--- config.mk ---
export PLATFORM = sky130hd
export DESIGN_NAME = dcache_req_stage
export DESIGN_NICKNAME = d
export VERILOG_FILES = /design/src/verilog/dcache_pkg.sv /design/src/verilog/dcache_req_stage.sv
export VERILOG_INCLUDE_DIRS = /design/src /design/src/verilog
export SDC_FILE = /design/constraint.sdc
export NUM_CORES = 1
export LEC_CHECK = 0
export CAP_MARGIN = 10
export CORE_MARGIN = 4
export CORE_UTILIZATION = 38
export CTS_BUF_LIST = sky130_fd_sc_hd__clkbuf_16
export DETAILED_ROUTE_END_ITERATION = 12
export DONT_BUFFER_PORTS = 1
export HOLD_SLACK_MARGIN = 0.08
export RECOVER_POWER = 100
export SETUP_SLACK_MARGIN = 0.4
export SYNTH_ARGS = -nofsm -noshare
export SYNTH_HDL_FRONTEND = slang
export SYNTH_SLANG_ARGS = --single-unit
--- constraint.sdc ---
create_clock -name clk -period 5.5 [get_ports clk]
set_input_delay 1.1 -clock clk [delete_from_list [all_inputs] [get_ports clk]]
set_output_delay 1.1 -clock clk [all_outputs]
set_load 0.02 [all_outputs]
--- src/verilog/dcache_macros.svh ---
`ifndef DCACHE_MACROS_SVH
`define DCACHE_MACROS_SVH

// address split into tag, index and byte offset
`define DC_ADDR_W   32
`define DC_TAG_W    20
`define DC_INDEX_W  7
`define DC_OFFSET_W 5

// data widths
`define DC_WORD_W   32
`define DC_WORDS    8
`define DC_LINE_W   256

// geometry
`define DC_SETS     128
`define DC_WAYS     2 // LRU logic assumes two ways

`endif
--- src/verilog/dcache_pkg.sv ---
`default_nettype none

`include "dcache_macros.svh"

package dcache_pkg;

    typedef logic [`DC_TAG_W-1:0]          tag_t;
    typedef logic [`DC_INDEX_W-1:0]        index_t;
    typedef logic [$clog2(`DC_WORDS)-1:0]  word_sel_t;
    typedef logic [`DC_WORD_W-1:0]         word_t;
    typedef logic [`DC_WORDS-1:0][`DC_WORD_W-1:0] line_t; // word 0 in the low bits

    typedef enum logic [1:0] {
        op_none  = 2'd0,
        op_read  = 2'd1,
        op_write = 2'd2
    } mem_op_e;

    typedef enum logic [1:0] {
        st_lookup    = 2'd0,
        st_writeback = 2'd1,
        st_refill    = 2'd2
    } miss_state_e;

endpackage

`default_nettype wire

--- src/verilog/dcache_req_stage.sv ---
`timescale 1ns/1ps
`default_nettype none

`include "dcache_macros.svh"

module dcache_req_stage (
    input  wire                          clk,
    input  wire                          rst,
    input  wire                          stall_i,
    input  wire                          req_valid_i,
    input  wire                          req_we_i,
    input  wire [`DC_ADDR_W-1:0]         req_addr_i,
    input  wire [3:0]                    req_wsel_i,
    input  wire dcache_pkg::word_t       req_wdata_i,
    output dcache_pkg::mem_op_e          op_o,
    output dcache_pkg::tag_t             tag_o,
    output dcache_pkg::index_t           index_o,
    output dcache_pkg::word_sel_t        word_sel_o,
    output logic [3:0]                   wsel_o,
    output dcache_pkg::word_t            wdata_o
);
    import dcache_pkg::*;

    mem_op_e op_d;

    // valid and write enable folded into one opcode
    assign op_d = req_valid_i ? (req_we_i ? op_write : op_read) : op_none;

    always_ff @(posedge clk) begin
        if (!rst) begin
            op_o <= op_none;
        end else if (!stall_i) begin
            op_o <= op_d;
        end
    end

    // payload held during a miss
    always_ff @(posedge clk) begin
        if (!stall_i) begin
            tag_o      <= req_addr_i[`DC_ADDR_W-1 -: `DC_TAG_W];
            index_o    <= req_addr_i[`DC_OFFSET_W +: `DC_INDEX_W];
            word_sel_o <= req_addr_i[`DC_OFFSET_W-1:2]; // drop byte bits
            wsel_o     <= req_wsel_i;
            wdata_o    <= req_wdata_i;
        end
    end

endmodule

`default_nettype wire

Word-level counts from Yosys, hierarchy flattened
Cells that the tools add are included.

Flip-flop bits (word level): 68. Output and inout port bits: 68. Word-level logic and storage cells: 8.

Multiplexer cells: 2.

Operator list (number): $mux 2 (2).

Longest topological paths before layout
Word-level depth: 2. Mapped depth: 2. Mapped depth without buffers: 2.

Worst setup path after synthesis
Ideal clock, no wire load.

Kind: input -> register. From: input stall_i. To: register index_o[0], enable pin. Library setup time: 0.420 ns. Data arrival time: 2.395 ns. Setup slack: 2.685 ns. Stages on the path: 1. Buffers on the path: 0. Path through: inv_1.

RTL lines: start, declared (RTL line dcache_req_stage.sv:9) `input wire stall_i,`; end signal, assigned (RTL line dcache_req_stage.sv:41) `` index_o <= req_addr_i[`DC_OFFSET_W +: `DC_INDEX_W]; ``; end, declared (RTL line dcache_req_stage.sv:17) `output dcache_pkg::index_t index_o,`.

No word-level cell between the ends.

Worst setup path in the final report
From: input stall_i. To: register wdata_o[8], enable pin.

RTL lines: end signal, assigned (RTL line dcache_req_stage.sv:44) `wdata_o <= req_wdata_i;`; end, declared (RTL line dcache_req_stage.sv:20) `output dcache_pkg::word_t wdata_o`.

No word-level cell between the ends.

==> impl_results.md <==
- Horiz. Die Dim: ~82 microns
- CP max stage cell: clkbuf_1
- DRT Wirelength: 3.76 mm
- Worst Setup End Kind: flip-flop
- Row cnt: 26
- CTS root buf: clkbuf_16
- Worst vdd ir: 0.000216 V
- Max-Cap Viols: 1
- Critical path launch point type: primary input
- I/O Pins: around 140
- Status: finished, violations left
- Reg-to-reg setup timing slack: 4620 ps
- Pin count of the biggest net entering global routing: 37
- Via/cell ratio: between 4 and 5
- Hold-fix buffers, CTS: 0
- Die Height: 81.6 microns
- Max Freq: 298 MHz
- Worst-path fanout max: 36
- FF+latch count, synth: 68
- Area contributors post-synth: edfxtp_1 (96%), dfxtp_1 (1.9%), a41o_1 (0.49%)
- DRC violations left: 0
- Clock Tree Buf Depth: 2
- Final hold vios: 0
- Worst slew pin tran: 1780 ps
- CP max stage delay: 1360 ps
- Fin crit share: 61.1%
- Total global-route track usage: 12.1%
- Fillers: between 400 and 500
- 1st-iter DRT viols: 37
- Count leader, synth: edfxtp_1
- Setup Buffers After CTS: 0
- Synthesized Nets: 146
- Register area share after synthesis: 98.1%
- Share of synthesized registers carrying an async set or reset: 0%
- WP data arrival: 3270 ps
- CTS H-tree depth: 3
- Worst-path clk slew: 50 ps
- Met2 WL post-DR: between 2 and 2.5 mm
- Synth top area share: 96.2%
- M1 WL: approximately 1.1 mm
- Layout Area Growth over Synthesis: 18.6%
- Routed WL per cell: 23.5 microns
- Post-cts sizing count: 0
- Path type of the worst setup path: in2reg
- RSZ-0062 raised after global routing: false
- Num CTS Buffers: 9
- Core ar.: 5170 sq um
- Mapped cell area: 2060 sq um
- Met3 Wirelength: 508 microns
- Final setup violation count: 0
- Fin Clk Skew: 0 ps
- Vias in the first global route: 875
- Post-synth cell types: 7
- Storage cell area: 2020 sq um
- Hold Path Class: reg2reg
- Antenna violations before repair: 0
- Top Metal Used: met4
- DPL Wire Length: roughly 2.8 mm
- Share of cells above drive strength 1: 15.6%
- Initial Utilization: 39.8%
- # diodes: 0
- Die area: ~6700 sq um
- Vias: between 700 and 800
- GPL Wtd Cong: 0.635
- Port bufs: 0
- Slew HR: -18.5%
- First-pass GRT wire length: 5.15 mm
- Antenna-violating nets left: 0
- Gate Count Post-Synth: 73
- Final TNS setup: 0 ps
- Top Family by Delay on Critical Path: buffers and inverters
- DR pass1 iterations: 3
- Nets@finish: around 160
- Cells after DPL: between 100 and 150
- Avg Cell Area, Syn: 28.2 sq um
- Worst path buffer plus inverter count: 2
- Critical Path RT: 5410 ps
- Top cells by count, synth: edfxtp_1 (66), dfxtp_1 (2)
- Fin crit period: 3360 ps
- Grt total ovfl: 0
- Most used DFF post-synth: edfxtp_1
- Power Density: 504 nW/um^2
- CP Cell Sequence: inv_1, clkbuf_1
- Skew-Pair Late Insertion Delay: between 300 and 400 ps
- Cell taking the most area after synthesis: edfxtp_1
- Post-synth EDFFs: 66
- Multi-input logic area: 35.0 sq um
- CTS tree: yes
- Pleak: 0.832 nW
- Failing checks: max-capacitance violations, max-slew violations
- Max Slew Vio Count: 37
- Ys Warns: 0
- Filler-free cell count of the finished design: 160
- Clk sinks: about 70
routing by layer:
metal	up-vias	GRT usage, %
li1	324	-
met1	369	9.63
met2	78	19.3
met3	11	8.99
met4	0	9.97
met5	-	0
layout by cell type, fill, tap and decap left out:
cell type / Yosys / routed
a41o_1: 1 / 1
clkinv_2: 0 / 1
clkbuf_16: 0 / 9
dfxtp_1: 2 / 2
clkinv_4: 0 / 2
clkbuf_1: 0 / 1
clkinv_1: 0 / 2
inv_1: 1 / 1
a31o_1: 1 / 1
bufinv_16: 0 / 1
and3_1: 1 / 1
edfxtp_1: 66 / 66
clkinvlp_4: 0 / 1
nor4bb_1: 1 / 1
layout make-up:
class | count | area share [%]
clock buffer | 9 | 9.21
multi-input combinational | 4 | 1.43
clock inverter | 7 | 2.76
timing repair buffer | 1 | 0.154
inverter | 1 | 0.154
sequential | 68 | 82.7
tap | 70 | 3.58
power breakdown:
group / switching (mW) / leakage [nW] / internal [mW]
registers: 0.0668 / 0.662 / 0.619
clock network: 0.190 / 0.140 / 0.347
logic: 0.00893 / 0.0289 / 0.000933
kinds of logic (layout without fill, tap and decap cells):
kind of cell	Yosys count	after routing	synth area share, %
flops	68	68	98.1
compound gates	2	2	0.911
simple gates	2	2	0.790
buf+inv	1	18	0.182
final timing paths:
check	startpoint	to	cells past startpoint
setup / recovery	stall_i	wdata_o[8]	2
setup reg to reg	op_o[1]	op_o[1]	2
hold / removal	op_o[0]	op_o[0]	1
hold reg to reg	op_o[0]	op_o[0]	1
per-stage QoR:
stage | setup slack [ps] | total power [mW] | utilization, % | hold slack, ps | cell area (sq um)
after detailed placement | 3070 | 0.707 | 41.7 | 646 | 2160
after CTS | 3400 | 1.25 | 47.3 | 658 | 2450
after global placement | 3100 | 0.706 | 41.7 | 639 | 2160
final | 2140 | 1.23 | 47.3 | 653 | 2440
after global routing | 1870 | 1.28 | 47.3 | 687 | 2440
after floorplan | 2680 | 0.696 | - | 611 | 2060
registers in the layout, indices dropped and copies added (netlist names):
signal / count
index_o: 7
op_o: 2
tag_o: 20
wdata_o: 32
word_sel_o: 3
wsel_o: 4
(Power assumes the default switching activity.)
