--- src/verilog/dcache_macros.svh ---
`ifndef DCACHE_MACROS_SVH
`define DCACHE_MACROS_SVH

// address split into tag, index and byte offset
`define DC_ADDR_W   32
`define DC_TAG_W    20
`define DC_INDEX_W  7
`define DC_OFFSET_W 5

// data widths
`define DC_WORD_W   32
`define DC_WORDS    8
`define DC_LINE_W   256

// geometry
`define DC_SETS     128
`define DC_WAYS     2 // LRU logic assumes two ways

`endif
--- src/verilog/dcache_pkg.sv ---
`default_nettype none

`include "dcache_macros.svh"

package dcache_pkg;

    typedef logic [`DC_TAG_W-1:0]          tag_t;
    typedef logic [`DC_INDEX_W-1:0]        index_t;
    typedef logic [$clog2(`DC_WORDS)-1:0]  word_sel_t;
    typedef logic [`DC_WORD_W-1:0]         word_t;
    typedef logic [`DC_WORDS-1:0][`DC_WORD_W-1:0] line_t; // word 0 in the low bits

    typedef enum logic [1:0] {
        op_none  = 2'd0,
        op_read  = 2'd1,
        op_write = 2'd2
    } mem_op_e;

    typedef enum logic [1:0] {
        st_lookup    = 2'd0,
        st_writeback = 2'd1,
        st_refill    = 2'd2
    } miss_state_e;

endpackage

`default_nettype wire

--- src/verilog/dcache_miss_ctrl.sv ---
`timescale 1ns/1ps
`default_nettype none

`include "dcache_macros.svh"

module dcache_miss_ctrl (
    input  wire                          clk,
    input  wire                          rst,
    input  wire dcache_pkg::mem_op_e     op_i,
    input  wire dcache_pkg::tag_t        tag_i,
    input  wire dcache_pkg::index_t      index_i,
    input  wire dcache_pkg::word_sel_t   word_sel_i,
    input  wire [3:0]                    wsel_i,
    input  wire dcache_pkg::word_t       wdata_i,
    input  wire [`DC_WAYS-1:0]           hit_i,
    input  wire dcache_pkg::line_t       line_i       [`DC_WAYS],
    input  wire dcache_pkg::tag_t        victim_tag_i [`DC_WAYS],
    input  wire [`DC_WAYS-1:0]           dirty_i,
    input  wire                          ret_valid_i,
    input  wire dcache_pkg::line_t       ret_data_i,
    input  wire                          wr_valid_i,
    output logic [`DC_WAYS-1:0]          way_we_o,
    output dcache_pkg::line_t            way_line_o,
    output logic                         way_dirty_o,
    output logic                         stall_o,
    output logic                         data_ok_o,
    output dcache_pkg::word_t            rdata_o,
    output logic                         rd_req_o,
    output logic [`DC_ADDR_W-1:0]        rd_addr_o,
    output logic                         wr_req_o,
    output logic [`DC_ADDR_W-1:0]        wr_addr_o,
    output dcache_pkg::line_t            wr_data_o
);
    import dcache_pkg::*;

    miss_state_e         state_q;
    miss_state_e         state_d;
    logic [`DC_SETS-1:0] lru_q;      // set bit names the way to evict
    logic                hit_way;
    logic                victim_way;
    logic                lookup_hit;
    logic                miss;
    logic                fill;
    word_t               wmask;
    line_t               base_line;
    line_t               merged_line;

    assign hit_way    = hit_i[1];
    assign victim_way = lru_q[index_i];
    assign lookup_hit = (state_q == st_lookup) && (op_i != op_none) && (|hit_i);
    assign miss       = (state_q == st_lookup) && (op_i != op_none) && !(|hit_i);
    assign fill       = (state_q == st_refill) && ret_valid_i;

    always_comb begin
        state_d = state_q;
        case (state_q)
            st_lookup: begin
                if (miss) begin
                    state_d = dirty_i[victim_way] ? st_writeback : st_refill;
                end
            end
            st_writeback: begin
                if (wr_valid_i) begin
                    state_d = st_refill;
                end
            end
            st_refill: begin
                if (ret_valid_i) begin
                    state_d = st_lookup;
                end
            end
            default: state_d = st_lookup;
        endcase
    end

    always_ff @(posedge clk) begin
        if (!rst) begin
            state_q <= st_lookup;
            lru_q   <= '0;
        end else begin
            state_q <= state_d;
            if (lookup_hit) begin
                lru_q[index_i] <= ~hit_way;
            end else if (fill) begin
                lru_q[index_i] <= ~victim_way;
            end
        end
    end

    // byte mask to bit mask
    always_comb begin
        for (int b = 0; b < 4; b++) begin
            wmask[8*b +: 8] = {8{wsel_i[b]}};
        end
    end

    // store data goes over the hit line or the line coming back from memory
    assign base_line = (state_q == st_refill) ? ret_data_i : line_i[hit_way];

    always_comb begin
        merged_line = base_line;
        merged_line[word_sel_i] = (wdata_i & wmask) | (base_line[word_sel_i] & ~wmask);
    end

    always_comb begin
        way_we_o = '0;
        if (lookup_hit && op_i == op_write) begin
            way_we_o[hit_way] = 1'b1;
        end
        if (fill) begin
            way_we_o[victim_way] = 1'b1;
        end
    end

    assign way_line_o  = (op_i == op_write) ? merged_line : base_line;
    assign way_dirty_o = (op_i == op_write); // clean after a read fill

    // cpu side
    assign stall_o   = miss || (state_q == st_writeback) || (state_q == st_refill && !ret_valid_i);
    assign data_ok_o = (op_i == op_read) && (lookup_hit || fill);
    assign rdata_o   = base_line[word_sel_i];

    // write-back finishes before the refill starts
    assign wr_req_o  = (state_q == st_writeback);
    assign wr_addr_o = {victim_tag_i[victim_way], index_i, {`DC_OFFSET_W{1'b0}}};
    assign wr_data_o = line_i[victim_way];
    assign rd_req_o  = (state_q == st_refill);
    assign rd_addr_o = {tag_i, index_i, {`DC_OFFSET_W{1'b0}}};

endmodule

`default_nettype wire

--- config.mk ---
export PLATFORM = sky130hd
export DESIGN_NAME = dcache_miss_ctrl
export DESIGN_NICKNAME = d
export VERILOG_FILES = /design/src/verilog/dcache_pkg.sv /design/src/verilog/dcache_miss_ctrl.sv
export VERILOG_INCLUDE_DIRS = /design/src /design/src/verilog
export SDC_FILE = /design/constraint.sdc
export NUM_CORES = 1
export LEC_CHECK = 0
export CAP_MARGIN = 15
export CORE_AREA = 2 2 580 582
export DETAILED_ROUTE_END_ITERATION = 8
export DIE_AREA = 0 0 582 584
export DONT_BUFFER_PORTS = 1
export GPL_TIMING_DRIVEN = 0
export HOLD_SLACK_MARGIN = 0.15
export SYNTH_ARGS = -nofsm -noshare
export SYNTH_HDL_FRONTEND = slang
export SYNTH_SLANG_ARGS = --single-unit
--- constraint.sdc ---
create_clock -name clk -period 6.36 [get_ports clk]
set_input_delay 1.908 -clock clk [delete_from_list [all_inputs] [get_ports clk]]
set_output_delay 1.908 -clock clk [all_outputs]
set_load 0.005 [all_outputs]
Yosys cells after proc, flatten, opt, wreduce, memory -nomap -nowiden
Cells that the tools add are included.
{"block": "word_totals", "register_bits": 130, "inputBits": 884, "output_inout_bits": 615, "wordCells": 86}
{"block": "op_classes", "n_lt_le_gt_ge": 10, "eq_ne": 7, "n_mux": 37, "n_bitwise": 9, "reduce_logical": 21}
{"operator": "256-bit two-way mux", "n": 8}
{"operator": "128-bit bitwise mux", "n": 2}
{"operator": "256-bit bitwise mux", "n": 1}
{"operator": "128-bit two-way mux", "n": 2}
{"operator": "32-bit binary-select mux with 3-bit select", "n": 1}
{"operator": "32-bit demux with 3-bit select", "n": 1}
{"operator": "32-bit AND", "n": 2}
{"operator": "32-bit two-way mux", "n": 2}
{"operator": "20-bit two-way mux", "n": 3}
{"operator": "32-bit inverter", "n": 1}
{"operator": "32-bit OR", "n": 1}
{"operator": "2-bit two-way mux", "n": 6}
{"operator": "1-bit logical AND", "n": 11}
{"operator": "7-bit by 8-bit less-than comparator with 1-bit output, second input constant", "n": 1}
{"operator": "1-bit binary-select mux with 7-bit select", "n": 1}
{"operator": "1-bit demux with 7-bit select", "n": 1}
{"operator": "7-bit by 1-bit greater-or-equal comparator with 1-bit output, second input constant", "n": 1}
{"operator": "1-bit two-way mux", "n": 6}
{"operator": "2-bit inequality test, second input constant", "n": 3}
{"operator": "2-bit case mux with 3 select lines", "n": 1}
{"operator": "2-bit by 1-bit == test with 1-bit output, second input constant", "n": 2}
{"operator": "2-bit == test, second input constant", "n": 2}
{"operator": "2-bit greater-or-equal comparator, second input constant", "n": 2}
{"operator": "1-bit by 2-bit less-than comparator with 1-bit output, second input constant", "n": 2}
{"operator": "other kinds (13)", "n": 21}

Longest topological paths before layout
{"block": "logic_depth", "depth_word": 11, "ltp_mapped": 13, "depth_no_buf": 8}

Least setup slack after synthesis
No wires, ideal clock.
{"block": "synth_path", "path_kind": "input to output", "from": "input port hit_i[1]", "to": "output port way_line_o[113] (netlist bit)", "arrival_ns": 4.217, "required_time_ns": 4.452, "slack_ns": 0.235, "stages": 11, "n_path_buf": 4, "cell_sequence": "buf_2 -> buf_2 -> buf_2 -> buf_2 -> mux2i_1 -> nor2_1 -> a21oi_1 -> o22ai_1 -> or4_1 -> mux2i_1 -> mux2i_1"}
{"item": "start: declaration", "line": "dcache_miss_ctrl.sv:15", "rtl": "input wire [`DC_WAYS-1:0] hit_i,"}
{"item": "end: declaration", "line": "dcache_miss_ctrl.sv:23", "rtl": "output dcache_pkg::line_t way_line_o,"}

==> impl_metrics.yaml <==
global_route:
  grt_start_max_net_pins: 17
  track_usage: 0.228
  gr-total-overflow: 0
  grt_pass1_wl_um: 465000
  first_global_vias: 27000
  grt_antenna_before_repair: 112
place:
  gp_congestion: 1.04
  dp.cells: 7162
  dp_hpwl_um: 361000
  dpl_cell_area_mm2: 0.0275
  port_buffers: 0
job:
  max_cap_viol_count: 0
floorplanning:
  io_pins: 1499
  rows: 212
  coreArea_mm2: 0.333
  die-area_mm2: 0.340
  initial_core_util: 0.0629
  die_w_um: 582
  die_y_um: 584
pwr:
  leakagePower_nw: 12.6
  ir_worst_vdd_v: 0.000146
  internal-power_mw: 2.95
  swShare: 0.546
  switchingPower_mw: 3.54
  p_clk_frac: 0.159
  sequentialPowerShare: 0.127
  p_per_area_mw_per_mm2: 170
  combPwrFrac: 0.715
logic_synthesis:
  syn_area_mm2: 0.0209
  synth_area_leaders: "mux2i_1 17%, mux2_2 14%, dfxtp_1 12%"
  yosysMostFrequentCell: "mux2i_1"
  synth_flop_cell: "dfxtp_1"
  synth-simple-area-share: 0.121
  synthDistinctLibCells: 59
  synth_top_area_frac: 0.174
  async_reset_ff_frac: 0
  synth_edf_count: 0
  synth-compound-area-share: 0.219
  synth_cells: 2700
  synth_area_per_cell_um2: 7.76
  synth_seq_area_share: 0.124
  synth_top_family_by_area: "multiplexers"
  synthXorXnorAreaFrac: 0
  ys_warn_count: 0
  synthTopCellsByCount: "365 x mux2i_1, 300 x nand2_1, 259 x mux2_2"
  yosysTopAreaCell: "mux2i_1"
  synthMuxAreaShare: 0.453
  synthAdderAreaFrac: 0
  synth_seq_cells: 130
sta:
  setup_viol: 534
  worst_clock_skew_ns: 0.00904
  report.final.slew_viol_count: 0
  finalCriticalPeriod_ns: 7.02
  max_slew_margin: 0.106
  fin_crit_sh: 1.10
  setup_slack_ns: -0.656
  hold_violations: 0
  rsz0062_at_grt: "true"
  timing.hold.ws_ns: 0.568
  worst_pin_slew_ns: 1.34
  fmax_mhz: 143
  setup_tns_ns: -153.22
detailed_routing:
  ant_nets: 0
  wl_um: 416000
  first_pass_iters: 7
  drt-initial-drc-count: 4710
  num_vias: 30000
  drcViolationCount: 0
  vias_per_cell: 3.98
  avgRoutedWirePerCell_um: 55.3
clock_tree:
  clk_pin_slew_ns: 0.05
  worstSkewPairLatency_ns: 0.45
  numCtsBuffers: 17
  clockBufferDepth: 2
  cts_root_buf: "clkbuf_16"
  cts.sinks: 130
  cts_hold_buf: 0
  h-tree-depth: 4
  cts_tree: "done"
worst_setup_path:
  path_cells: "buf_16 -> clkbuf_2 -> mux2_2 -> mux2i_2 -> o22ai_1 -> or4_4 -> mux2_2 -> nand2_1 -> o21ai_0"
  start_kind: "input port"
  critPathSlowestCell: "or4_4"
  worst_ep_arrival_time_ns: 5.11
  criticalPathCategory: "in -> out"
  cp_num_buf_inv: 2
  cp.required_ns: 4.45
  slowest_delay_ns: 0.65
  crit_family: "multiplexers"
  path_max_fanout: 10
  cp_common_cell: "mux2_2"
  end_kind: "output pin"
outcome:
  outcome: "finished with violations"
  failed_checks: "negative setup slack"
cells_and_area:
  final_nets: 3939
  syn2layout_area_growth_pct: 82.6
  postLayoutCellArea_mm2: 0.0382
  register_area_mm2: 0.00260
  fin_util: 0.115
  num-fill-cells: 38200
  multi_input_area_mm2: 0.0219
  layoutNonFillerInstCount: 7530
  drive_gt1_frac: 0.528
hold_path:
  hold_class: "reg -> reg"
cell usage in the layout (no fill, tap or decap), drive strengths merged, types with 3 or more instances in the layout:
cell type	netlist	final
and3	4	4
inv	6	7
nor3	23	23
o22ai	130	130
dfxtp	130	130
clkdlybuf4s15	0	5
or3	3	3
nand2b	6	6
nand2	301	302
clkinvlp	0	3
nand3	26	26
nor2	147	147
o211ai	18	18
mux4	20	20
and2	5	5
conb	1	10
a31oi	243	243
mux2i	370	370
nor2b	8	8
a311oi	3	3
diode	0	75
clkinv	0	5
o21ai	174	174
a21oi	205	205
mux2	469	469
nand3b	6	6
clkbuf	174	217
a221o	3	3
buf	163	462
or4	32	32
power by group through the flow:
stage	logic, mW	clock network (mW)	registers [mW]
after global routing	4.65	1.06	0.822
after global placement	3.29	0	0.839
after detailed placement	3.37	0	0.839
after floorplan	1.12	0	0.839
after CTS	4.19	1.03	0.821
final	4.64	1.03	0.821
layout make-up:
type | instances | share of cell area
repair buffers | 331 | 0.118
diodes | 75 | 0.00491
multi-input cells | 2237 | 0.572
clock buffers | 21 | 0.0126
plain buffers | 332 | 0.0768
inverters | 6 | 0.000589
clock inverters | 11 | 0.00334
flip-flops and latches | 130 | 0.0681
well taps | 4387 | 0.144
per-layer routing:
layer	vias to the layer above	global-route usage	share of wire
li1	11000	-	-
met1	15000	0.216	0.30
met2	3029	0.368	0.45
met3	848	0.147	0.16
met4	54	0.137	0.078
met5	-	0	0.0012
stage by stage:
step	setup WS (ns)	power (mW)
finish	-0.656	6.49
CTS	-0.678	6.04
detailed placement	-3.05	4.21
floorplan	0.235	1.96
global route	-0.606	6.53
global placement	-5.58	4.13
what timing repair did:
item	in CTS	in global routing
endpoints found under the hold margin	0	0
setup endpoints to repair	567	535
buffers inserted	176	56
cloned	9	25
pin swaps	55	17
gates resized for setup	1228	458
sequential cells by signal, indices dropped and copies added, names as in the netlist:
name and flops:
state_q 2, lru_q 128
path summary, 6_finish.rpt:
path                                         startpoint                       to  slack (ns)  cells past startpoint
worst max-delay path                           hit_i[1]           way_line_o[69]       -0.66                      9
worst min-delay path            lru_q[113]$_SDFFE_PN0P_  lru_q[113]$_SDFFE_PN0P_        0.57                      2
worst max register to register  state_q[1]$_SDFFE_PN0P_    lru_q[9]$_SDFFE_PN0P_        2.47                      7
worst min register to register  lru_q[113]$_SDFFE_PN0P_  lru_q[113]$_SDFFE_PN0P_        0.57                      2
worst min-delay path: stages (launching register included):
cell and delay (ns):
dfxtp_1 0.31, o211ai_1 0.17, a31oi_1 0.05
kinds of logic after synthesis:
logic type,Yosys count
compound gates,793
buf+inv,343
flops,130
mux,859
other cells,1
simple gates,574
No activity file was read; power rests on OpenSTA's default activity.
